### config.mk
export PLATFORM = sky130hd
export DESIGN_NAME = regfile
export DESIGN_NICKNAME = d
export VERILOG_FILES = /design/src/hw/rv_isa_pkg.sv /design/src/hw/regfile.sv
export SDC_FILE = /design/constraint.sdc
export NUM_CORES = 2
export LEC_CHECK = 0
export BUFFER_PORTS_ARGS = -buffer_cell sky130_fd_sc_hd__buf_2
export CAP_MARGIN = 40
export CORE_MARGIN = 2
export CORE_UTILIZATION = 35
export DETAILED_ROUTE_END_ITERATION = 8
export PLACE_DENSITY = 0.5
export SYNTH_ARGS = -nofsm -noshare
export SYNTH_HDL_FRONTEND = slang
export SYNTH_SLANG_ARGS = --single-unit
### constraint.sdc
create_clock -name clk -period 3.64 [get_ports clk]
set_clock_uncertainty 0.1 [all_clocks]
set_input_delay 0.182 -clock clk [delete_from_list [all_inputs] [get_ports clk]]
set_output_delay 0.182 -clock clk [all_outputs]
set_load 0.01 [all_outputs]
### src/hw/rv_isa_pkg.sv
// Encodings cover only the RV32I subset this core runs; every other encoding is treated as illegal
package rv_isa_pkg;

    // Architectural data and address word
    typedef logic [31:0] word_t;

    // Index into the 32-entry integer register file
    typedef logic [4:0] reg_idx_t;

    // Major opcodes of the supported instruction groups
    typedef enum logic [6:0] {
        OPC_OP     = 7'b0110011,
        OPC_OP_IMM = 7'b0010011,
        OPC_LOAD   = 7'b0000011,
        OPC_STORE  = 7'b0100011,
        OPC_BRANCH = 7'b1100011,
        OPC_JAL    = 7'b1101111
    } opcode_e;

    // ALU group, shared by register and immediate forms
    localparam logic [2:0] F3_ADD_SUB = 3'b000;
    localparam logic [2:0] F3_SLT     = 3'b010;
    localparam logic [2:0] F3_XOR     = 3'b100;
    localparam logic [2:0] F3_OR      = 3'b110;
    localparam logic [2:0] F3_AND     = 3'b111;

    // Branch conditions
    localparam logic [2:0] F3_BEQ     = 3'b000;
    localparam logic [2:0] F3_BNE     = 3'b001;

    // Width field of LW and SW; only full words are supported
    localparam logic [2:0] F3_WORD    = 3'b010;

    // Selects SUB over ADD in the register form
    localparam logic [6:0] FUNCT7_SUB = 7'b0100000;

    // ADDI x0, x0, 0
    localparam word_t NOP_INSTR = 32'h0000_0013;

endpackage
### src/hw/regfile.sv
// Reads are combinational and see a same-cycle write; x0 is hard-wired to zero
`timescale 1ns/1ps

module regfile import rv_isa_pkg::*; (
    input  logic     clk,
    input  logic     rst_n_i,
    input  logic     we_i,
    input  reg_idx_t waddr_i,
    input  reg_idx_t raddr1_i,
    input  reg_idx_t raddr2_i,
    input  word_t    wdata_i,
    output word_t    rdata1_o,
    output word_t    rdata2_o
);

    word_t regs_q [32];

    // Bypasses the write port so issue sees the value leaving writeback
    function automatic word_t read_port(reg_idx_t raddr, word_t stored, logic we,
                                        reg_idx_t waddr, word_t wdata);
        if (raddr == '0) begin
            return '0;
        end
        if (we && waddr == raddr) begin
            return wdata;
        end
        return stored;
    endfunction

    always_ff @(posedge clk) begin
        if (!rst_n_i) begin
            for (int i = 0; i < 32; i++) begin
                regs_q[i] <= '0;
            end
        end else if (we_i && waddr_i != '0) begin
            regs_q[waddr_i] <= wdata_i;
        end
    end

    assign rdata1_o = read_port(raddr1_i, regs_q[raddr1_i], we_i, waddr_i, wdata_i);
    assign rdata2_o = read_port(raddr2_i, regs_q[raddr2_i], we_i, waddr_i, wdata_i);

endmodule

==> qor.txt <==
LOGIC SYNTHESIS
-----------------------------------------------------------------------------------------------
Part of the Yosys area used for sequential elements ..............................        55.8%
Primary flip-flop cell chosen by synthesis mapping ............................... sky130_fd_sc_hd__edfxtp_1
Number of warnings printed during yosys synthesis ................................            0
Library cells used by synthesis ..................................................           54
Async SR Flop Fraction ...........................................................           0%
Post-synth top area share ........................................................        55.8%
Top cells by area, synth ......................................................... sky130_fd_sc_hd__edfxtp_1 (56%), sky130_fd_sc_hd__mux4_2 (15%), sky130_fd_sc_hd__and2_1 (11%)
Number of register bits inferred by synthesis ....................................         1024
Cell count after synthesis .......................................................         3813
Biggest area consumer among synthesized cells .................................... sky130_fd_sc_hd__edfxtp_1
Area of the mapped netlist .......................................................  55100 sq um
Most common cell in the synthesized netlist ...................................... sky130_fd_sc_hd__edfxtp_1
Most numerous cell types in the synthesized netlist .............................. sky130_fd_sc_hd__edfxtp_1 (1024), sky130_fd_sc_hd__and2_1 (994), sky130_fd_sc_hd__mux4_2 (371)
Synthesized area per cell ........................................................   14.4 sq um
Number of enable flip-flop cells after synthesis .................................         1024

ROUTING
-----------------------------------------------------------------------------------------------
Post-detailed-routing wire length ................................................    227000 um
Overall via count from detail_route ..............................................        37100
DR WL/cell .......................................................................      37.3 um
DRC ..............................................................................            0
Count of TritonRoute iterations in the first routing pass ........................            6
Drt via density ..................................................................         6.11
Iteration-0 DRC Markers ..........................................................         5094
Number of antenna-violating nets in the routed design ............................            0

CLOCK NETWORK
-----------------------------------------------------------------------------------------------
Clock input transition at the sequential cells of the worst setup and hold paths .        60 ps
Clock root cell .................................................................. sky130_fd_sc_hd__clkbuf_16
CTS tree .........................................................................        built
Post-cts resize count ............................................................            0
Clock sink count .................................................................         1024
Longest Clk Path Bufs ............................................................            3
H-tree Lvls ......................................................................            3
Number of buffers created by CTS .................................................          116
Postcts setup bufs ...............................................................            0

OUTCOME
-----------------------------------------------------------------------------------------------
Run status .......................................................................    completed

TIMING
-----------------------------------------------------------------------------------------------
Final-report hold violation count ................................................            0
Final Max Slew Viols .............................................................            0
Post-layout minimum cycle time ...................................................      3340 ps
Setup repair after global routing missed its margin ..............................        false
Post-route fraction of the period consumed by the critical path ..................        91.7%
Highest attainable clock frequency ...............................................      300 MHz
Max-slew headroom ................................................................        31.0%
Number of failing setup endpoints in the final timing report .....................            0
Transition time of the tightest slew-check pin ...................................      1010 ps

GLOBAL ROUTING
-----------------------------------------------------------------------------------------------
Met3 layer usage reported by global route ........................................        6.62%
Total global-route track usage ...................................................        27.8%
M2 GR Usage ......................................................................        42.6%
First-pass GRT wire length .......................................................    308000 um
Pin count of the biggest net entering global routing .............................           66
Initial antenna violation count ..................................................           48
Most utilized layer in the global route result ...................................         met2
Total gr overflow ................................................................            0
GR Layer Usage met1 ..............................................................        39.0%
Via count of the first global-routing pass .......................................        36600

POWER
-----------------------------------------------------------------------------------------------
Share of power burned in the clock network .......................................        40.0%
Sw power .........................................................................      7.89 mW
Proportion of total power due to net switching ...................................        26.3%
Worst IR Drop VDD ................................................................     0.361 mV
Sequential Power Share ...........................................................        46.6%
P_int ............................................................................      22.1 mW
Power share of the combinational group ...........................................        13.4%
Cell area power density ..........................................................  470 nW/um^2
Leakage power ....................................................................      22.3 nW
Post-layout total power ..........................................................      30.0 mW

CRITICAL PATH
-----------------------------------------------------------------------------------------------
Critical Path Fanout Max .........................................................           22
Worst path arrival time ..........................................................      3060 ps
Crit Path Class .................................................................. input port to output pin
Kind of end point of the critical path ...........................................   output pin
Category of the worst setup path launch point ....................................   input port
Required time worst endpoint .....................................................      3360 ps

RUN
-----------------------------------------------------------------------------------------------
MaxCap Viol Count ................................................................            0

WORST HOLD PATH
-----------------------------------------------------------------------------------------------
Hold Crit Class .................................................................. input port to flop

FLOORPLAN
-----------------------------------------------------------------------------------------------
Chip Width .......................................................................       401 um
Area inside the core boundary .................................................... 156000 sq um
Chip Height ......................................................................       401 um
Count of boundary I/O pins .......................................................          114
Placement Rows ...................................................................          145
Initial Utilization ..............................................................        35.3%
Total Die Area ................................................................... 161000 sq um

FINISH
-----------------------------------------------------------------------------------------------
Post-synthesis to final-layout area growth .......................................        15.6%
Fin cells ........................................................................         6074
Flip-flop count of the largest register, all copies and words added ..............         1024
Registers with the most flip-flops ............................................... regs_q x1024
Layout filler cell count .........................................................        14200
Number of nets at the end of the flow ............................................         3956
Layout cell share with drive strength beyond 1 ...................................        24.8%
Most flop-heavy register .........................................................       regs_q

PLACED DESIGN
-----------------------------------------------------------------------------------------------
Final weighted congestion in routability-driven placement ........................        0.864
Cell Count Post-Placement ........................................................         5831
Detailed placement HPWL ..........................................................    142000 um
Port Buf Inserts .................................................................          113

[worst max-delay path, cell delays in order]
cell,delay [ps]
sky130_fd_sc_hd__buf_2,560
sky130_fd_sc_hd__buf_4,310
sky130_fd_sc_hd__nor3b_2,60
sky130_fd_sc_hd__buf_4,220
sky130_fd_sc_hd__a22o_1,230
sky130_fd_sc_hd__a2111oi_0,860
sky130_fd_sc_hd__o221a_2,410
sky130_fd_sc_hd__buf_2,150
[power groups by stage]
| stage | registers (mW) | logic [mW] | clock network, mW |
|---|---|---|---|
| floorplan | 14.1 | 2.18 | 0 |
| global placement | 14.2 | 3.91 | 0 |
| detailed placement | 14.2 | 3.92 | 0 |
| CTS | 14.0 | 3.95 | 12.1 |
| global route | 14.0 | 4.10 | 12.5 |
| finish | 14.0 | 4.00 | 12.0 |
[layout by cell type (no fill, tap or decap), types with 5 or more instances in the layout]
master                          instances
sky130_fd_sc_hd__a2111oi_0             13
sky130_fd_sc_hd__a211oi_1              33
sky130_fd_sc_hd__a21oi_1               55
sky130_fd_sc_hd__a221o_1               11
sky130_fd_sc_hd__a221oi_1              19
sky130_fd_sc_hd__a22o_1                13
sky130_fd_sc_hd__a22oi_1              104
sky130_fd_sc_hd__a32o_1                32
sky130_fd_sc_hd__and2_1               992
sky130_fd_sc_hd__buf_12                67
sky130_fd_sc_hd__buf_2                104
sky130_fd_sc_hd__buf_4                159
sky130_fd_sc_hd__buf_8                  6
sky130_fd_sc_hd__bufinv_16             14
sky130_fd_sc_hd__clkbuf_1              23
sky130_fd_sc_hd__clkbuf_16            119
sky130_fd_sc_hd__clkinv_1              27
sky130_fd_sc_hd__clkinv_2              25
sky130_fd_sc_hd__conb_1                32
sky130_fd_sc_hd__diode_2               16
sky130_fd_sc_hd__dlygate4sd3_1         15
sky130_fd_sc_hd__edfxtp_1            1024
sky130_fd_sc_hd__mux2_2                13
sky130_fd_sc_hd__mux2i_1              328
sky130_fd_sc_hd__mux4_2               371
sky130_fd_sc_hd__nand2_1               85
sky130_fd_sc_hd__nand3_1                9
sky130_fd_sc_hd__nor2_1                 6
sky130_fd_sc_hd__nor2_2                 5
sky130_fd_sc_hd__nor2_4                33
sky130_fd_sc_hd__o211ai_1              14
sky130_fd_sc_hd__o21ai_0               61
sky130_fd_sc_hd__o21ai_4               31
sky130_fd_sc_hd__o221a_2               19
sky130_fd_sc_hd__o221ai_1              38
sky130_fd_sc_hd__o22ai_1               35
sky130_fd_sc_hd__xnor2_1               10
[timing repair]
action,CTS,global route
hold buffers,15,0
setup endpoints to repair,0,0
hold endpoints to repair,362,0
[kinds of logic after synthesis]
kind of cell	synth area share [%]
AND/OR/NAND/NOR	12.7
flip-flops	55.8
multiplexers	21.4
AO/OA/AOI/OAI	6.38
buffers and inverters	3.55
XOR/XNOR	0.159
other	0.00681
[final cells by class]
cell class	instances	area [sq um]	area share (%)
Timing Repair Buffer	357	3390	5.33
Multi-Input combinational cell	2403	23100	36.3
Tap cell	2058	2570	4.04
Sequential cell	1024	30700	48.3
Antenna cell	16	40.0	0.0629
Clock buffer	142	3060	4.81
Clock inverter	70	693	1.09
Inverter	4	15.0	0.0236
[worst paths after layout]
check                    from        endpoint  cells after the start
setup / recovery  raddr1_i[4]    rdata1_o[23]                      8
hold / removal    wdata_i[28]  regs_q[12][28]                      2
[metrics by stage]
stage / hold slack (ps) / TNS, ps / area (sq um) / worst slack (ps) / utilization (%)
after floorplan: 280 / -82780 / 55200 / -201 / -
after global placement: 749 / 0 / 59600 / 284 / 38.1
after detailed placement: 670 / 0 / 59700 / 444 / 38.2
after CTS: 2.10 / 0 / 63600 / 353 / 40.7
after global routing: 22.3 / 0 / 63600 / 276 / 40.7
final: 29.5 / 0 / 63700 / 303 / 40.8
[per-layer routing]
layer	routed length, um	share of wire, %
met4	7500	3.3
met1	93600	41
met3	23000	10
met2	102000	45
met5	246	0.11
(Power assumes the default switching activity.)
