**config.mk**
```make
export PLATFORM = sky130hd
export DESIGN_NAME = hazard_unit
export DESIGN_NICKNAME = d
export VERILOG_FILES = /design/src/hw/rv_isa_pkg.sv /design/src/hw/core_pkg.sv /design/src/hw/hazard_unit.sv
export SDC_FILE = /design/constraint.sdc
export NUM_CORES = 1
export LEC_CHECK = 0
export ABC_CLOCK_PERIOD_IN_PS = 1050
export BUFFER_PORTS_ARGS = -buffer_cell sky130_fd_sc_hd__buf_2
export CAP_MARGIN = 20
export CELL_PAD_IN_SITES_DETAIL_PLACEMENT = 1
export CELL_PAD_IN_SITES_GLOBAL_PLACEMENT = 2
export CORE_AREA = 2 2 54 56
export DETAILED_ROUTE_END_ITERATION = 6
export DIE_AREA = 0 0 56 58
export PLACE_DENSITY = 0.87
export SYNTH_ARGS = -nofsm -noshare
export SYNTH_HDL_FRONTEND = slang
export SYNTH_SLANG_ARGS = --single-unit
export TNS_END_PERCENT = 10
```
**constraint.sdc**
```tcl
create_clock -name vclk -period 1.05
set_input_delay 0.1575 -clock vclk [all_inputs]
set_output_delay 0.1575 -clock vclk [all_outputs]
set_load 0.1 [all_outputs]
```
**src/hw/rv_isa_pkg.sv**
```systemverilog
// Encodings cover only the RV32I subset this core runs; every other encoding is treated as illegal
package rv_isa_pkg;

    // Architectural data and address word
    typedef logic [31:0] word_t;

    // Index into the 32-entry integer register file
    typedef logic [4:0] reg_idx_t;

    // Major opcodes of the supported instruction groups
    typedef enum logic [6:0] {
        OPC_OP     = 7'b0110011,
        OPC_OP_IMM = 7'b0010011,
        OPC_LOAD   = 7'b0000011,
        OPC_STORE  = 7'b0100011,
        OPC_BRANCH = 7'b1100011,
        OPC_JAL    = 7'b1101111
    } opcode_e;

    // ALU group, shared by register and immediate forms
    localparam logic [2:0] F3_ADD_SUB = 3'b000;
    localparam logic [2:0] F3_SLT     = 3'b010;
    localparam logic [2:0] F3_XOR     = 3'b100;
    localparam logic [2:0] F3_OR      = 3'b110;
    localparam logic [2:0] F3_AND     = 3'b111;

    // Branch conditions
    localparam logic [2:0] F3_BEQ     = 3'b000;
    localparam logic [2:0] F3_BNE     = 3'b001;

    // Width field of LW and SW; only full words are supported
    localparam logic [2:0] F3_WORD    = 3'b010;

    // Selects SUB over ADD in the register form
    localparam logic [6:0] FUNCT7_SUB = 7'b0100000;

    // ADDI x0, x0, 0
    localparam word_t NOP_INSTR = 32'h0000_0013;

endpackage
```
**src/hw/core_pkg.sv**
```systemverilog
// Pipeline-internal types; field order of the stage records is private to the core except retire_t
package core_pkg;
    import rv_isa_pkg::*;

    typedef enum logic [2:0] {
        ALU_ADD,
        ALU_SUB,
        ALU_AND,
        ALU_OR,
        ALU_XOR,
        ALU_SLT
    } alu_op_e;

    // Source of an execute operand
    typedef enum logic [1:0] {
        FWD_REG,
        FWD_MEM,
        FWD_WB
    } fwd_sel_e;

    // Decoded control; an all-zero value is a bubble
    typedef struct packed {
        alu_op_e alu_op;
        logic    use_imm;
        logic    mem_rd;
        logic    mem_wr;
        logic    rf_we;
        logic    is_branch;
        logic    is_jal;
        logic    branch_ne;
    } ctrl_t;

    typedef struct packed {
        logic     valid;
        word_t    pc;
        ctrl_t    ctrl;
        reg_idx_t rs1;
        reg_idx_t rs2;
        reg_idx_t rd;
        word_t    rs1_data;
        word_t    rs2_data;
        word_t    imm;
    } id_ex_t;

    typedef struct packed {
        logic     valid;
        word_t    pc;
        ctrl_t    ctrl;
        reg_idx_t rd;
        word_t    alu_res;
        word_t    store_data;
    } ex_mem_t;

    typedef struct packed {
        logic     valid;
        word_t    pc;
        reg_idx_t rd;
        logic     rf_we;
        word_t    wb_data;
    } mem_wb_t;

    // One record per instruction leaving writeback
    typedef struct packed {
        word_t    pc;
        reg_idx_t rd;
        logic     rd_we;
        word_t    wb_data;
    } retire_t;

endpackage

```
**src/hw/hazard_unit.sv**
```systemverilog
// Handles only the hazards of this pipeline: forwarding, one load-use bubble and control flushes
`timescale 1ns/1ps

module hazard_unit import rv_isa_pkg::*; import core_pkg::*; (
    input  reg_idx_t id_rs1_i,
    input  reg_idx_t id_rs2_i,
    input  reg_idx_t ex_rs1_i,
    input  reg_idx_t ex_rs2_i,
    input  reg_idx_t ex_rd_i,
    input  reg_idx_t mem_rd_i,
    input  reg_idx_t wb_rd_i,
    input  logic     ex_mem_rd_i,
    input  logic     mem_we_i,
    input  logic     wb_we_i,
    input  logic     id_jal_i,
    input  logic     branch_taken_i,
    output logic     stall_o,
    output logic     flush_id_o,
    output logic     flush_ex_o,
    output fwd_sel_e fwd_a_o,
    output fwd_sel_e fwd_b_o
);

    logic load_use;

    // The memory stage holds the younger result, so it wins over writeback
    function automatic fwd_sel_e pick_src(reg_idx_t src, reg_idx_t mem_rd, logic mem_we,
                                          reg_idx_t wb_rd, logic wb_we);
        if (src == '0) begin
            return FWD_REG;
        end
        if (mem_we && mem_rd == src) begin
            return FWD_MEM;
        end
        if (wb_we && wb_rd == src) begin
            return FWD_WB;
        end
        return FWD_REG;
    endfunction

    assign fwd_a_o = pick_src(ex_rs1_i, mem_rd_i, mem_we_i, wb_rd_i, wb_we_i);
    assign fwd_b_o = pick_src(ex_rs2_i, mem_rd_i, mem_we_i, wb_rd_i, wb_we_i);

    // Load data only exists after the memory stage, one cycle too late for execute
    assign load_use = ex_mem_rd_i && (ex_rd_i != '0) &&
                      ((ex_rd_i == id_rs1_i) || (ex_rd_i == id_rs2_i));

    // A taken branch discards the stalled instruction anyway
    assign stall_o    = load_use & ~branch_taken_i;
    assign flush_id_o = id_jal_i | branch_taken_i;
    assign flush_ex_o = branch_taken_i;

endmodule

```
==> results of run 1 <==
[stage by stage]
stage          total power [mW]  hold slack (ns)  instance area (um^2)  util [%]
2_1_floorplan             0.181            0.527                   467         -
3_3_place_gp              0.366            0.678                   913      34.3
3_5_place_dp              0.377            0.689                   913      34.3
4_1_cts                   0.405            0.690                   990      37.2
5_1_grt                   0.463            0.701                  1050      39.4
6_report                  0.433            0.688                  1050      39.4
[area by class of cell]
type / count / area [um^2] / area share (%)
multi-input cells: 55 / 508 / 48.4
well taps: 31 / 38.8 / 3.70
repair buffers: 61 / 502 / 47.9
[critical path, delay by kind of cell]
family | cells | cell delay [ns]
buf+inv | 3 | 0.37
simple gates | 3 | 0.72
[path summary, 6_finish.rpt]
kind	start	depth (start not counted)	end	slack (ns)
setup / recovery	ex_rs1_i[3]	6	fwd_a_o[0]	-0.36
hold / removal	branch_taken_i	3	flush_ex_o	0.69
[cells by family after synthesis]
logic type      after synthesis  share of synthesized area [%]
xor+xnor                     30                           59.7
buf+inv                       1                           1.71
compound gates                2                           2.27
simple gates                 23                           36.4
[placed cells by master (no fill, tap or decap), types with 2 or more instances in the layout]
master	instances
buf_2	30
xor2_1	14
xnor2_1	13
buf_6	13
buf_4	12
buf_12	5
nand3_1	4
xnor2_2	3
nand2_1	2
nand4_1	2
or4_4	2
nor2_4	2
nor4_2	2
nor4b_4	2
nor2_2	2
[routing by layer]
layer	part of all wire, %	global-route usage (%)	wire length, um	up-vias
met1	37	13.1	733	297
met5	0	0	0	-
met2	59	23.9	1190	21
li1	-	-	-	316
met4	0	0	0	0
met3	3.9	0.223	77	0
[report_power, final]
| part | internal [mW] | switching (mW) | total, mW |
|---|---|---|---|
| sequential | 0 | 0 | 0 |
| combinational | 0.224 | 0.210 | 0.433 |
| clock | 0 | 0 | 0 |
| total | 0.224 | 0.210 | 0.433 |
[what timing repair did]
| item | CTS | global route |
|---|---|---|
| gates resized for setup | 19 | 12 |
| setup endpoints to repair | 5 | 5 |
| pin swaps | 11 | 7 |
==> reports/metrics.csv, run 1 <==
stage,metric,value,unit
route,first_pass_iters,3,
critical_path,critical_path_arrival,1.25,ns
critical_path,crit_type,in2out,
clock_network,hold_buffers,0,
floorplan,core,2660,um^2
sta,relSlewSlack,68.0,%
global_route,grt_remaining_overflow,0,
route,drc,0,
critical_path,cpPeakStageDelay,0.54,ns
route,routedWlPerCell,13.6,um
critical_path,critPathMaxFanout,3,
route,drt_iter0_markers,7,
logic_synthesis,netlist_instances,56,
critical_path,worstPathRequired,0.89,ns
sta,fin_ws,-0.356,ns
final_layout,ff_latch_area,0,um^2
final_layout,drive_gt1_share,67.2,%
critical_path,cpMostUsedCell,buf_6,
route,wl,2000,um
floorplan,rows,19,
critical_path,slowest_stage,or4_4,
logic_synthesis,ys_types,18,
floorplan,start_util,16.5,%
logic_synthesis,synthesis.nets,96,
power,peakVddDrop,0.213,mV
logic_synthesis,synth_area_leaders,"xnor2_1, xor2_1, nor4b_2",
global_route,grt_max_degree,4,
min_path,hp-class,in2out,
final_layout,nClkBuffers,0,
sta,period_needed,1.41,ns
logic_synthesis,avgSynthCellArea,7.86,um^2
sta,fmax,711,MHz
flow_run,maxCapViolations,0,
logic_synthesis,ys_warn_count,0,
sta,worst_slew_pin_slew,0.483,ns
logic_synthesis,synth_common_cells,"xnor2_1, xor2_1, nand3_1",
logic_synthesis,synthMostInstantiatedCell,xnor2_1,
floorplan,die_w,56,um
sta,hold_viol,0,
status,status,"complete, but fails checks",
critical_path,end_kind,output port,
floorplan,die_area,3250,um^2
global_route,grtUsageTotal,11.2,%
placed_design,dpl_worst_slack,-0.495,ns
route,ant_nets,0,
final_layout,n_fill_cell,328,
clock_network,post_cts_buffers,0,
global_route,grt_pass1_vias,684,
floorplan,ios,47,
placed_design,routabilityCongestion,0.752,
placed_design,dpl.cell_count,147,
final_layout,finalNetCount,158,
final_layout,areaGrowthSynthToFinish,138,%
route,avgViaCountPerCell,4.31,
logic_synthesis,synth.top_cell.area_share,31.8,%
floorplan,dieHeight,58,um
final_layout,n_antenna_cell,0,
placed_design,hpwl,1730,um
final_layout,seq_cell_count,0,
global_route,antenna_found_initial,0,
power,leakagePower,0.469,nW
logic_synthesis,synthesis.area,440,um^2
critical_path,start_kind,input pin,
sta,fin_crit_sh,134,%
sta,setup_viol,5,
global_route,grt_pass1_wl,2930,um
sta,final_max_slew_viol_count,0,
logic_synthesis,yosys.area.top_type,xnor2_1,
sta,setup_tns,-1.66,ns
route,num_vias,634,
placed_design,portBuffers,47,
logic_synthesis,synth-seq-area-share,0,%
status,violations,setup timing,
critical_path,path_cells,buf_6 -> or4_4 -> nor2_4 -> buf_6 -> nor2_2 -> buf_12,
sta,rsz0062_at_grt,yes,
final_layout,layout.cells.non_filler,147,
power,power.density,413,nW/um^2
Note: power is estimated with default switching activity, not from simulation.
==> run 2, diff against run 1 <==
--- a/config.mk
+++ b/config.mk
@@ -5,15 +5,15 @@
 export SDC_FILE = /design/constraint.sdc
 export NUM_CORES = 1
 export LEC_CHECK = 0
-export ABC_CLOCK_PERIOD_IN_PS = 1050
+export ABC_CLOCK_PERIOD_IN_PS = 1200
 export BUFFER_PORTS_ARGS = -buffer_cell sky130_fd_sc_hd__buf_2
 export CAP_MARGIN = 20
 export CELL_PAD_IN_SITES_DETAIL_PLACEMENT = 1
 export CELL_PAD_IN_SITES_GLOBAL_PLACEMENT = 2
-export CORE_AREA = 2 2 54 56
+export CORE_AREA = 2 2 64 54
 export DETAILED_ROUTE_END_ITERATION = 6
-export DIE_AREA = 0 0 56 58
-export PLACE_DENSITY = 0.87
+export DIE_AREA = 0 0 66 56
+export PLACE_DENSITY = 0.81
 export SYNTH_ARGS = -nofsm -noshare
 export SYNTH_HDL_FRONTEND = slang
 export SYNTH_SLANG_ARGS = --single-unit
==> constraint.sdc (replaced) <==
create_clock -name vclk -period 1.2
set_input_delay 0.18 -clock vclk [all_inputs]
set_output_delay 0.18 -clock vclk [all_outputs]
set_load 0.1 [all_outputs]
==> run 2 against run 1 <==
The run still ends with setup timing left. Global-route usage down 0.60 points. Non-clock buffer count unchanged. Critical endpoint is now fwd_b_o[1]. Combinational power down 11%. Largest cell class unchanged. First-iteration DRC count up 14%. Die area up 14%. Flip-flop and latch count unchanged.
==> reports/metrics.csv, run 2 (synthesized netlist as in run 1, its figures left out) <==
stage,metric,value,unit
critical_path,cpMostUsedCell,buf_6,
power,peakVddDrop,0.103,mV
global_route,grt_pass1_wl,3100,um
sta,fmax,656,MHz
final_layout,nClkBuffers,0,
power,leakagePower,0.456,nW
sta,final_max_slew_viol_count,0,
placed_design,place_area,925,um^2
final_layout,seq_cell_count,0,
sta,worst_slew_pin_slew,0.485,ns
final_layout,n_antenna_cell,0,
global_route,grt_remaining_overflow,0,
sta,relSlewSlack,67.9,%
power,power,387,uW
critical_path,path_cells,buf_6 -> buf_6 -> xor2_4 -> nor4_4 -> nand3_2 -> nor4b_4 -> buf_12,
power,power.density,358,nW/um^2
status,status,"complete, but fails checks",
floorplan,start_util,14.6,%
critical_path,critPathMaxFanout,2,
route,ant_nets,0,
final_layout,final_common_cell,buf_2,
final_layout,drive_gt1_share,70.7,%
route,wl,1990,um
floorplan,rows,18,
critical_path,slowest_stage,nor4_4,
route,drc,0,
sta,period_needed,1.52,ns
final_layout,ff_latch_area,0,um^2
critical_path,critical_path_arrival,1.34,ns
critical_path,crit_end,fwd_b_o[1],
final_layout,fin_area,1080,um^2
flow_run,maxCapViolations,0,
critical_path,cpPeakStageDelay,0.31,ns
clock_network,hold_buffers,0,
sta,hold_ws,0.650,ns
sta,rsz0062_at_grt,yes,
global_route,antenna_found_initial,0,
route,drt_iter0_markers,8,
final_layout,finalNetCount,158,
route,routedWlPerCell,12.8,um
sta,setup_tns,-1.35,ns
route,num_vias,611,
floorplan,dieHeight,56,um
critical_path,end_kind,output port,
route,avgViaCountPerCell,3.92,
sta,fin_ws,-0.324,ns
placed_design,portBuffers,47,
floorplan,die_w,66,um
placed_design,routabilityCongestion,0.747,
min_path,hp-class,in2out,
final_layout,layout_common_cells,"buf_2, xnor2_1, buf_4, xor2_1, buf_6",
global_route,grtUsageTotal,10.6,%
floorplan,core,3020,um^2
sta,fin_crit_sh,127,%
floorplan,ios,47,
sta,hold_viol,0,
final_layout,postLayoutCoreUtil,35.9,%
final_layout,areaGrowthSynthToFinish,146,%
critical_path,critPathLaunch,mem_rd_i[4],
floorplan,die_area,3700,um^2
global_route,grt_max_degree,4,
global_route,grt_pass1_vias,653,
status,violations,setup timing,
critical_path,worstPathRequired,1.02,ns
route,first_pass_iters,2,
critical_path,start_kind,input pin,
sta,setup_viol,5,
critical_path,crit_type,in2out,
run 2: per-layer routing:
layer	GRT usage (%)	wire length, um
met1	12.8	784
met2	21.2	1140
met3	0.810	64
met4	0	0
met5	0	0
run 2: where the power goes:
group          internal [mW]  leakage (nW)  switching, mW
sequential                 0             0              0
clock                      0             0              0
combinational          0.192         0.456          0.195
run 2: worst min-delay path by stage:
stage | from | endpoint | slack [ns] | cells past startpoint
after floorplan | branch_taken_i | flush_ex_o | 0.57 | 1
after global routing | branch_taken_i | flush_ex_o | 0.66 | 2
final | branch_taken_i | flush_ex_o | 0.65 | 2
after global placement | branch_taken_i | flush_ex_o | 0.65 | 2
after CTS | branch_taken_i | flush_ex_o | 0.65 | 2
after detailed placement | branch_taken_i | flush_ex_o | 0.65 | 2
run 2: worst max-delay path, delay by kind of cell:
family                    cells  cell delay (ns)
and+or+nand+nor               3             0.63
buffers and inverters         3             0.37
xor gates and xnor gates      1             0.15
run 2: cell type report:
class / instances / area [um^2]
fillers: 359 / 1930
multi-input cells: 55 / 554
repair buffers: 61 / 479
well taps: 40 / 50.0
run 2: metrics by stage:
| step | worst slack, ns | cells |
|---|---|---|
| finish | -0.324 | 156 |
| global route | -0.371 | 156 |
| global placement | -0.366 | 156 |
| detailed placement | -0.438 | 156 |
| floorplan | -0.546 | 56 |
| CTS | -0.284 | 156 |
run 2: what timing repair did:
item,CTS,global route
buffers inserted,0,0
pin swaps,9,5
resized for setup,19,12
hold endpoints to repair,0,0
endpoints found under the setup margin,5,5
