**config.mk**
```make
export PLATFORM = sky130hd
export DESIGN_NAME = execute_stage
export DESIGN_NICKNAME = d
export VERILOG_FILES = /design/src/hw/rv_isa_pkg.sv /design/src/hw/core_pkg.sv /design/src/hw/execute_stage.sv
export SDC_FILE = /design/constraint.sdc
export NUM_CORES = 1
export LEC_CHECK = 0
export ABC_AREA = 0
export BUFFER_PORTS_ARGS = -buffer_cell sky130_fd_sc_hd__buf_2
export CAP_MARGIN = 15
export CELL_PAD_IN_SITES_DETAIL_PLACEMENT = 0
export CELL_PAD_IN_SITES_GLOBAL_PLACEMENT = 2
export CORE_ASPECT_RATIO = 1.4
export CORE_MARGIN = 2
export CORE_UTILIZATION = 26
export DETAILED_ROUTE_END_ITERATION = 12
export PLACE_DENSITY = 0.9
export SYNTH_ARGS = -nofsm -noshare
export SYNTH_HDL_FRONTEND = slang
export SYNTH_SLANG_ARGS = --single-unit
```
**constraint.sdc**
```tcl
create_clock -name vclk -period 6.7
set_input_delay 1.34 -clock vclk [all_inputs]
set_output_delay 1.34 -clock vclk [all_outputs]
set_load 0.03 [all_outputs]
```
**src/hw/rv_isa_pkg.sv**
```systemverilog
// Encodings cover only the RV32I subset this core runs; every other encoding is treated as illegal
package rv_isa_pkg;

    // Architectural data and address word
    typedef logic [31:0] word_t;

    // Index into the 32-entry integer register file
    typedef logic [4:0] reg_idx_t;

    // Major opcodes of the supported instruction groups
    typedef enum logic [6:0] {
        OPC_OP     = 7'b0110011,
        OPC_OP_IMM = 7'b0010011,
        OPC_LOAD   = 7'b0000011,
        OPC_STORE  = 7'b0100011,
        OPC_BRANCH = 7'b1100011,
        OPC_JAL    = 7'b1101111
    } opcode_e;

    // ALU group, shared by register and immediate forms
    localparam logic [2:0] F3_ADD_SUB = 3'b000;
    localparam logic [2:0] F3_SLT     = 3'b010;
    localparam logic [2:0] F3_XOR     = 3'b100;
    localparam logic [2:0] F3_OR      = 3'b110;
    localparam logic [2:0] F3_AND     = 3'b111;

    // Branch conditions
    localparam logic [2:0] F3_BEQ     = 3'b000;
    localparam logic [2:0] F3_BNE     = 3'b001;

    // Width field of LW and SW; only full words are supported
    localparam logic [2:0] F3_WORD    = 3'b010;

    // Selects SUB over ADD in the register form
    localparam logic [6:0] FUNCT7_SUB = 7'b0100000;

    // ADDI x0, x0, 0
    localparam word_t NOP_INSTR = 32'h0000_0013;

endpackage
```
**src/hw/core_pkg.sv**
```systemverilog
// Pipeline-internal types; field order of the stage records is private to the core except retire_t
package core_pkg;
    import rv_isa_pkg::*;

    typedef enum logic [2:0] {
        ALU_ADD,
        ALU_SUB,
        ALU_AND,
        ALU_OR,
        ALU_XOR,
        ALU_SLT
    } alu_op_e;

    // Source of an execute operand
    typedef enum logic [1:0] {
        FWD_REG,
        FWD_MEM,
        FWD_WB
    } fwd_sel_e;

    // Decoded control; an all-zero value is a bubble
    typedef struct packed {
        alu_op_e alu_op;
        logic    use_imm;
        logic    mem_rd;
        logic    mem_wr;
        logic    rf_we;
        logic    is_branch;
        logic    is_jal;
        logic    branch_ne;
    } ctrl_t;

    typedef struct packed {
        logic     valid;
        word_t    pc;
        ctrl_t    ctrl;
        reg_idx_t rs1;
        reg_idx_t rs2;
        reg_idx_t rd;
        word_t    rs1_data;
        word_t    rs2_data;
        word_t    imm;
    } id_ex_t;

    typedef struct packed {
        logic     valid;
        word_t    pc;
        ctrl_t    ctrl;
        reg_idx_t rd;
        word_t    alu_res;
        word_t    store_data;
    } ex_mem_t;

    typedef struct packed {
        logic     valid;
        word_t    pc;
        reg_idx_t rd;
        logic     rf_we;
        word_t    wb_data;
    } mem_wb_t;

    // One record per instruction leaving writeback
    typedef struct packed {
        word_t    pc;
        reg_idx_t rd;
        logic     rd_we;
        word_t    wb_data;
    } retire_t;

endpackage

```
**src/hw/execute_stage.sv**
```systemverilog
// Purely combinational; branches compare the forwarded operands and only BEQ and BNE exist
`timescale 1ns/1ps

module execute_stage import rv_isa_pkg::*; import core_pkg::*; (
    input  id_ex_t   id_ex_i,
    input  fwd_sel_e fwd_a_i,
    input  fwd_sel_e fwd_b_i,
    input  word_t    mem_fwd_i,
    input  word_t    wb_fwd_i,
    output ex_mem_t  ex_mem_o,
    output logic     branch_taken_o,
    output word_t    branch_target_o
);

    word_t src_a;
    word_t src_b;
    word_t op_a;
    word_t op_b;
    word_t alu_res;

    function automatic word_t fwd_mux(fwd_sel_e sel, word_t reg_val,
                                      word_t mem_val, word_t wb_val);
        case (sel)
            FWD_MEM: return mem_val;
            FWD_WB:  return wb_val;
            default: return reg_val;
        endcase
    endfunction

    assign src_a = fwd_mux(fwd_a_i, id_ex_i.rs1_data, mem_fwd_i, wb_fwd_i);
    assign src_b = fwd_mux(fwd_b_i, id_ex_i.rs2_data, mem_fwd_i, wb_fwd_i);

    // JAL borrows the adder to form its link value pc+4
    assign op_a = id_ex_i.ctrl.is_jal ? id_ex_i.pc : src_a;
    always_comb begin
        if (id_ex_i.ctrl.is_jal) begin
            op_b = 32'd4;
        end else if (id_ex_i.ctrl.use_imm) begin
            op_b = id_ex_i.imm;
        end else begin
            op_b = src_b;
        end
    end

    always_comb begin
        case (id_ex_i.ctrl.alu_op)
            ALU_SUB: alu_res = op_a - op_b;
            ALU_AND: alu_res = op_a & op_b;
            ALU_OR:  alu_res = op_a | op_b;
            ALU_XOR: alu_res = op_a ^ op_b;
            ALU_SLT: alu_res = {31'b0, $signed(op_a) < $signed(op_b)};
            default: alu_res = op_a + op_b;
        endcase
    end

    // BNE simply inverts the equality test of BEQ
    assign branch_taken_o  = id_ex_i.valid & id_ex_i.ctrl.is_branch &
                             ((src_a == src_b) ^ id_ex_i.ctrl.branch_ne);
    assign branch_target_o = id_ex_i.pc + id_ex_i.imm;

    assign ex_mem_o = '{
        valid:      id_ex_i.valid,
        pc:         id_ex_i.pc,
        ctrl:       id_ex_i.ctrl,
        rd:         id_ex_i.rd,
        alu_res:    alu_res,
        store_data: src_b
    };

endmodule

```
==> results of run 1 <==
-- placed cells by master, fill, tap and decap left out, types with 6 or more instances in the layout --
| cell type | n |
|---|---|
| a211oi_1 | 17 |
| a21o_1 | 23 |
| a21oi_1 | 150 |
| a21oi_2 | 28 |
| a221o_1 | 7 |
| a22oi_1 | 66 |
| a31oi_1 | 16 |
| and3_1 | 8 |
| buf_2 | 323 |
| buf_4 | 294 |
| buf_6 | 16 |
| ha_1 | 114 |
| ha_2 | 8 |
| ha_4 | 9 |
| inv_1 | 139 |
| nand2_1 | 148 |
| nand2b_1 | 39 |
| nand3_1 | 14 |
| nand4_1 | 15 |
| nor2_1 | 159 |
| nor2b_1 | 9 |
| nor3_1 | 24 |
| nor4_1 | 7 |
| o211ai_1 | 22 |
| o21a_1 | 11 |
| o21ai_0 | 93 |
| o21ai_1 | 28 |
| o21ai_2 | 11 |
| o21bai_1 | 16 |
| o221ai_1 | 11 |
| o22ai_1 | 6 |
| or2_2 | 6 |
| or3_1 | 11 |
| xnor2_1 | 72 |
| xor2_1 | 12 |
-- critical path, delay by kind of cell --
kind	cells	cell delay (ps)
AOI/OAI and AO/OA	9	2040
adders and majority gates	2	480
buffers and inverters	7	830
and+or+nand+nor	4	670
-- Yosys cell counts, drive strengths merged, types with 20 or more instances --
library cell    n
nand2b         39
ha            131
o211ai         22
xnor2          72
nor3           28
nand2         149
clkbuf         70
a21o           23
buf            79
inv           144
a21oi         179
o21ai         133
nor2          164
a211oi         20
a22oi          70
-- logic make-up after synthesis --
kind of cell,synth area share [%]
AOI/OAI and AO/OA,39.0
xor gates and xnor gates,7.48
adders and majority gates,17.3
buffers and inverters,13.4
muxes,0.967
and+or+nand+nor,22.0
-- final timing paths --
check,to,depth (start not counted)
max,ex_mem_o[52],22
min,ex_mem_o[64],0
-- power by group through the flow --
stage	Sequential [mW]	Clock, mW	Combinational (mW)
4_1_cts	0	0	1.91
6_report	0	0.0000000600	2.01
3_3_place_gp	0	0	1.83
3_5_place_dp	0	0	1.85
2_1_floorplan	0	0	1.12
5_1_grt	0	0.0000000400	2.16
-- per-stage QoR --
stage	cells	TNS, ps	hold slack [ps]
6_report	2554	-11.3	2680
3_5_place_dp	2527	-4940	2680
3_3_place_gp	2527	-4370	2680
4_1_cts	2533	0	2680
2_1_floorplan	1587	0	2810
5_1_grt	2553	-935	2680
-- cell type report --
cell class / count / share of cell area, %
inverters: 145 / 3.82
well taps: 473 / 4.12
multi-input cells: 1293 / 63.4
repair buffers: 640 / 28.6
diodes: 3 / 0.0522
-- per-layer routing --
layer  up-vias  part of all wire, %
li1       6599                    -
met1      6414                   39
met2       611                   51
met3       117                  5.4
met4         8                  4.7
met5         -                0.091
-- what timing repair did --
action	CTS	global route
endpoints found under the setup margin	23	22
setup buffers	7	18
gates resized for setup	63	136
pin swaps	18	48
==> results.md, run 1 <==
* Sequential Power Share at 0%
* P_leak at 7.13 nW
* Fillcell total at 4,088
* CP Launch Type: primary input
* Worst-path cell chain: buf_8, inv_4, ha_4, buf_8, a22oi_2, nor2_2, a21oi_2, buf_4, nor2_2, a211o_1, ha_4, a21oi_4, or4_4, o211a_4, o31a_1, buf_6, o21ai_4, buf_6, nor4_4, a211o_1, a221o_1, buf_6
* Clk_buf instances at 0
* Slowest stage delay, CP at 540 ps
* I/O pin cnt at 367
* DR DRC count at 0
* Leading area contributor after synthesis: ha_1
* Setup ws final at -11.3 ps
* Top cells by area, synth: ha_1, a21oi_1, o21ai_0
* Final setup vio count at 1
* Slowest cell on the critical path: or4_4
* Switching Power at 1.20 mW
* Worst EP arrival at 5370 ps
* Seq_cells at 0
* 1st-pass router iterations at 5
* Top cell type's share of synthesized area at 16.7%
* Total track usage at 24.6%
* Initial antenna violation count at 9
* Dpl ws at -361 ps
* Max Cap Viol at 0
* Die width at 168 µm
* Gr busiest metal: met2
* Final Instance Area at 14,400 µm²
* Storage cell area at 0 µm²
* Kind of critical path: primary input to primary output
* GR Overflow Total at 0
* Placed Area at 13,500 µm²
* Gate power share at 100.0%
* Starting density of the core at 26.3%
* First-pass GRT wire length at 75.8 mm
* Via count at 13,700
* Placed wire-length estimate at 44.1 mm
* Cell row count at 84
* CORE AREA at 37,400 µm²
* Slew Limit Headroom at 42.8%
* Outcome: complete, but fails checks
* Least-Margin Pin Slew at 857 ps
* Synth cell types at 88
* VDD IR max at 71.8 µV
* Unrepaired setup endpoints after global routing: true
* Hold Path Class: primary input to primary output
* Failing checks: setup timing
* Crit path launch: fwd_b_i[1]
* DRT Wirelength at 51.9 mm
* PortBufs at 341
* Synth Instances at 1,587
* Die height at 234 µm
* Antenna-violating nets left at 0
* YS warnings at 0
* Post-route clock period utilization at 100%
* Netlist Area Pre-Place at 9840 µm²
* Layout cells sized above 1 at 36.9%
* Max-slew violation total from the final report at 0
* CTS Hold Bufs at 0
* Clock power frac at 0%
* Crit-path most repeated cell: buf_6
* Layout area overhead at 46.1%
* GR Util met1 at 28.7%
* Area of the multi-input gates at 9110 µm²
* Drt wl/cell at 20.3 µm
* Sequential area share after synthesis at 0%
* Post-synth net total at 1,943
* RePlAce Congestion at 1.00
* Number of vias per cell at 5.38
* Post-layout util at 38.4%
* P_int at 805 µW
* Iteration-0 DRC Markers at 1,139
* Vias in the first global route at 13,300
* NumNets Final at 2,436
* Syn avg cell area at 6.20 µm²
* Die area at 39,400 µm²
* Switch share at 59.9%
* Peak Freq at 149 MHz
* Crit. End Element: primary output
* Final min period at 6710 ps
* Worst-path fanout max at 6
* GRT met2 Usage at 46.4%
* Worst path required time at 5360 ps
* Met3 Usage GRT at 2.19%
* Final Total Pwr at 2.01 mW
* PwrDens at 140 nW/µm²
* Pin count of the biggest net entering global routing at 78
* Endpoints failing hold at 0
* Hold Path Origin: id_ex_i[96]
(Power assumes the default switching activity.)
==> run 2, diff against run 1 <==
--- a/config.mk
+++ b/config.mk
@@ -5,16 +5,17 @@
 export SDC_FILE = /design/constraint.sdc
 export NUM_CORES = 1
 export LEC_CHECK = 0
-export ABC_AREA = 0
+export ABC_AREA = 1
 export BUFFER_PORTS_ARGS = -buffer_cell sky130_fd_sc_hd__buf_2
 export CAP_MARGIN = 15
 export CELL_PAD_IN_SITES_DETAIL_PLACEMENT = 0
 export CELL_PAD_IN_SITES_GLOBAL_PLACEMENT = 2
 export CORE_ASPECT_RATIO = 1.4
 export CORE_MARGIN = 2
-export CORE_UTILIZATION = 26
+export CORE_UTILIZATION = 25
 export DETAILED_ROUTE_END_ITERATION = 12
-export PLACE_DENSITY = 0.9
+export PLACE_DENSITY = 0.91
+export RECOVER_POWER = 100
 export SYNTH_ARGS = -nofsm -noshare
 export SYNTH_HDL_FRONTEND = slang
 export SYNTH_SLANG_ARGS = --single-unit
==> run 2 against run 1 <==
  * The flow now finishes without violations
  * Via count up 3.1%
  * Flip-flop and latch count unchanged
  * Non-clock buffer count down 245
  * Power down 9.1%
  * Worst hold slack unchanged
  * Synthesized cell count up 26%
  * Sequential share of layout area unchanged
  * Die area up 9.4%
  * First-iteration DRC count down 16%
  * Fmax up 5.0%
  * Critical path depth up 1
==> results.md, run 2 <==
* Most frequent cells in the layout: nand2_1, inv_1, buf_2
* Top cells by area, synth: nand2_1, ha_1, nand3_1
* Layout cells sized above 1 at 15.0% (-22 points)
* Post-CTS setup buffers at 0 (-7)
* Switching Power at 1.28 mW (+6.7%)
* Post-synth net total at 2,349 (+21%)
* Endpoints failing hold at 0 (unchanged)
* Clk_buf instances at 0 (unchanged)
* Die height at 245 µm (+4.6%)
* GR Overflow Total at 0 (unchanged)
* Pin count of the biggest net entering global routing at 65 (-17%)
* Antenna-violating nets left at 0 (unchanged)
* Die width at 176 µm (+4.6%)
* Cells after DPL at 2,815 (+11%)
* Vias in the first global route at 13,600 (+2.3%)
* Sequential area share after synthesis at 0% (unchanged)
* Layout area overhead at 20.1%
* YS warnings at 0 (unchanged)
* Synth cell types at 43 (-51%)
* Commonest cells post-synth: nand2_1, inv_1, nand3_1
* PortBufs at 341 (unchanged)
* Max-slew violation total from the final report at 0 (unchanged)
* Initial antenna violation count at 7 (-2)
* Critical Path End: ex_mem_o[63]
* Worst path required time at 5360 ps (about the same)
* Seq_cells at 0 (unchanged)
* Worst-path fanout max at 30 (+24)
* Least-Margin Pin Slew at 1060 ps (+204 ps)
* Placed Area at 12,500 µm² (-6.9%)
* Cell row count at 88 (+4.8%)
* CORE AREA at 41,100 µm² (+9.8%)
* Final setup vio count at 0 (-1)
* Netlist Area Pre-Place at 10,400 µm² (+5.4%)
* Fin cells at 2,821 (+10%)
* Drt wl/cell at 18.8 µm (-7.4%)
* I/O pin cnt at 367 (unchanged)
* Setup_tns at 0 ps (+11.3 ps)
* Starting density of the core at 25.2% (-1.0 points)
* Placed wire-length estimate at 46.1 mm (+4.5%)
* CP Launch Type: primary input
* P_int at 542 µW (-33%)
* Most common cell after layout, fill and taps aside: nand2_1
* Via count at 14,200 (+3.1%)
* Switch share at 70.3% (+10 points)
* PwrDens at 147 nW/µm² (+5.0%)
* Final Instance Area at 12,400 µm² (-13%)
* Sequential Power Share at 0% (unchanged)
* Crit. End Element: primary output
* Syn avg cell area at 5.20 µm² (-16%)
* Hold Path Class: primary input to primary output
* Fillcell total at 4,803 (+17%)
* Number of vias per cell at 5.03 (-6.6%)
* Gate power share at 100.0% (about the same)
* Kind of critical path: primary input to primary output
* 1st-pass router iterations at 6 (+1)
* Max Cap Viol at 0 (unchanged)
* Final min period at 6390 ps (-320 ps)
* Unrepaired setup endpoints after global routing: false
* DR DRC count at 0 (unchanged)
* RePlAce Congestion at 0.969 (-3.1%)
* Iteration-0 DRC Markers at 953 (-16%)
* Slew Limit Headroom at 29.2% (-14 points)
* Crit path launch: fwd_b_i[0]
* Count leader, synth: nand2_1
* Top cell type's share of synthesized area at 20.8% (+4.2 points)
* Die area at 43,100 µm² (+9.4%)
* P_leak at 6.48 nW (-9.1%)
* Hold_ws at 2680 ps (unchanged)
* Leading area contributor after synthesis: nand2_1
* NumNets Final at 2,633 (+8.1%)
* Total track usage at 23.3% (-1.3 points)
* First-pass GRT wire length at 78.3 mm (+3.3%)
* Worst EP arrival at 5050 ps (-320 ps)
* VDD IR max at 69.3 µV (-3.5%)
* Clock power frac at 0% (unchanged)
* Storage cell area at 0 µm² (unchanged)
* Peak Freq at 156 MHz (+5.0%)
* DRT Wirelength at 53.1 mm (+2.2%)
* Synth Instances at 1,993 (+26%)
* Post-route clock period utilization at 95.4% (-4.8 points)
* Outcome: completed
==> run 2: cell count changes after synthesis, sizes merged, moves of 14 or more <==
cell	previous run	this run
nand2	149	582
o21ai	133	162
nand2b	39	0
nand3	14	196
o211ai	22	3
a211oi	20	1
clkbuf	70	32
or2	8	42
xor2	12	26
a22oi	70	0
inv	144	253
xnor2	72	21
==> run 2: repair_timing <==
| action | CTS | global route |
|---|---|---|
| endpoints found under the setup margin | 0 | 2 |
| gates resized for setup | 0 | 2 |
| hold buffers | 0 | 0 |
==> run 2: area by class of cell <==
class              count  area (µm²)  area share (%)
well taps            540         676            5.43
repair buffers       395        2060            16.6
multi-input cells   1625        8740            70.2
inverters            255         957            7.69
diodes                 6        15.0           0.121
==> run 2: layer usage <==
metal	wire length, µm	global-route usage (%)
met1	21200	28.1
met2	27500	44.7
met3	2910	1.33
met4	1460	5.27
met5	7	0
==> run 2: critical path: stages <==
cell      delay (ps)
buf_2             90
inv_1             40
ha_1             390
inv_2            120
buf_12           190
or2_1            150
nand2_1           70
inv_1             80
nor2_1            40
nor3_1           340
inv_1            130
ha_1             350
nand2_1           60
o21ai_0          410
nand2_1          130
nand2_1          150
nand2_1           90
nand2_1          180
nand3_1          120
nand3_1          100
nand3_1           70
nand3_1          140
clkbuf_2         220
==> run 2: worst min path at each step <==
stage                       startpoint  slack [ps]  cells past startpoint             end
final                      id_ex_i[96]        2680                      0    ex_mem_o[64]
after global routing       id_ex_i[98]        2680                      0    ex_mem_o[66]
after CTS                 id_ex_i[116]        2680                      0    ex_mem_o[74]
after detailed placement  id_ex_i[116]        2680                      0    ex_mem_o[74]
after global placement    id_ex_i[116]        2680                      0    ex_mem_o[74]
after floorplan           id_ex_i[113]        2810                      2  branch_taken_o
==> run 2: logic make-up (layout without fill, tap and decap cells) <==
group	count (synthesis)	after routing	share of synthesized area (%)
compound gates	414	414	21.9
fa+ha+maj	134	134	16.4
buf+inv	368	650	15.8
simple gates	1030	1030	41.9
other cells	0	6	0
xor+xnor	47	47	3.97
==> run 2: power by group through the flow <==
stage          sequential (mW)  combinational, mW     clock, mW
6_report                     0               1.82   0.000000120
5_1_grt                      0               1.99  0.0000000998
4_1_cts                      0               1.84             0
3_5_place_dp                 0               1.83             0
3_3_place_gp                 0               1.83             0
2_1_floorplan                0               1.22             0
==> run 2: through the flow <==
step                      total power, mW  util, %  setup slack (ps)
after global routing                 1.99     30.3              16.1
final                                1.82     30.3               309
after detailed placement             1.83     30.6               268
after floorplan                      1.22        -               942
after global placement               1.83     30.6               330
after CTS                            1.84     30.6               244
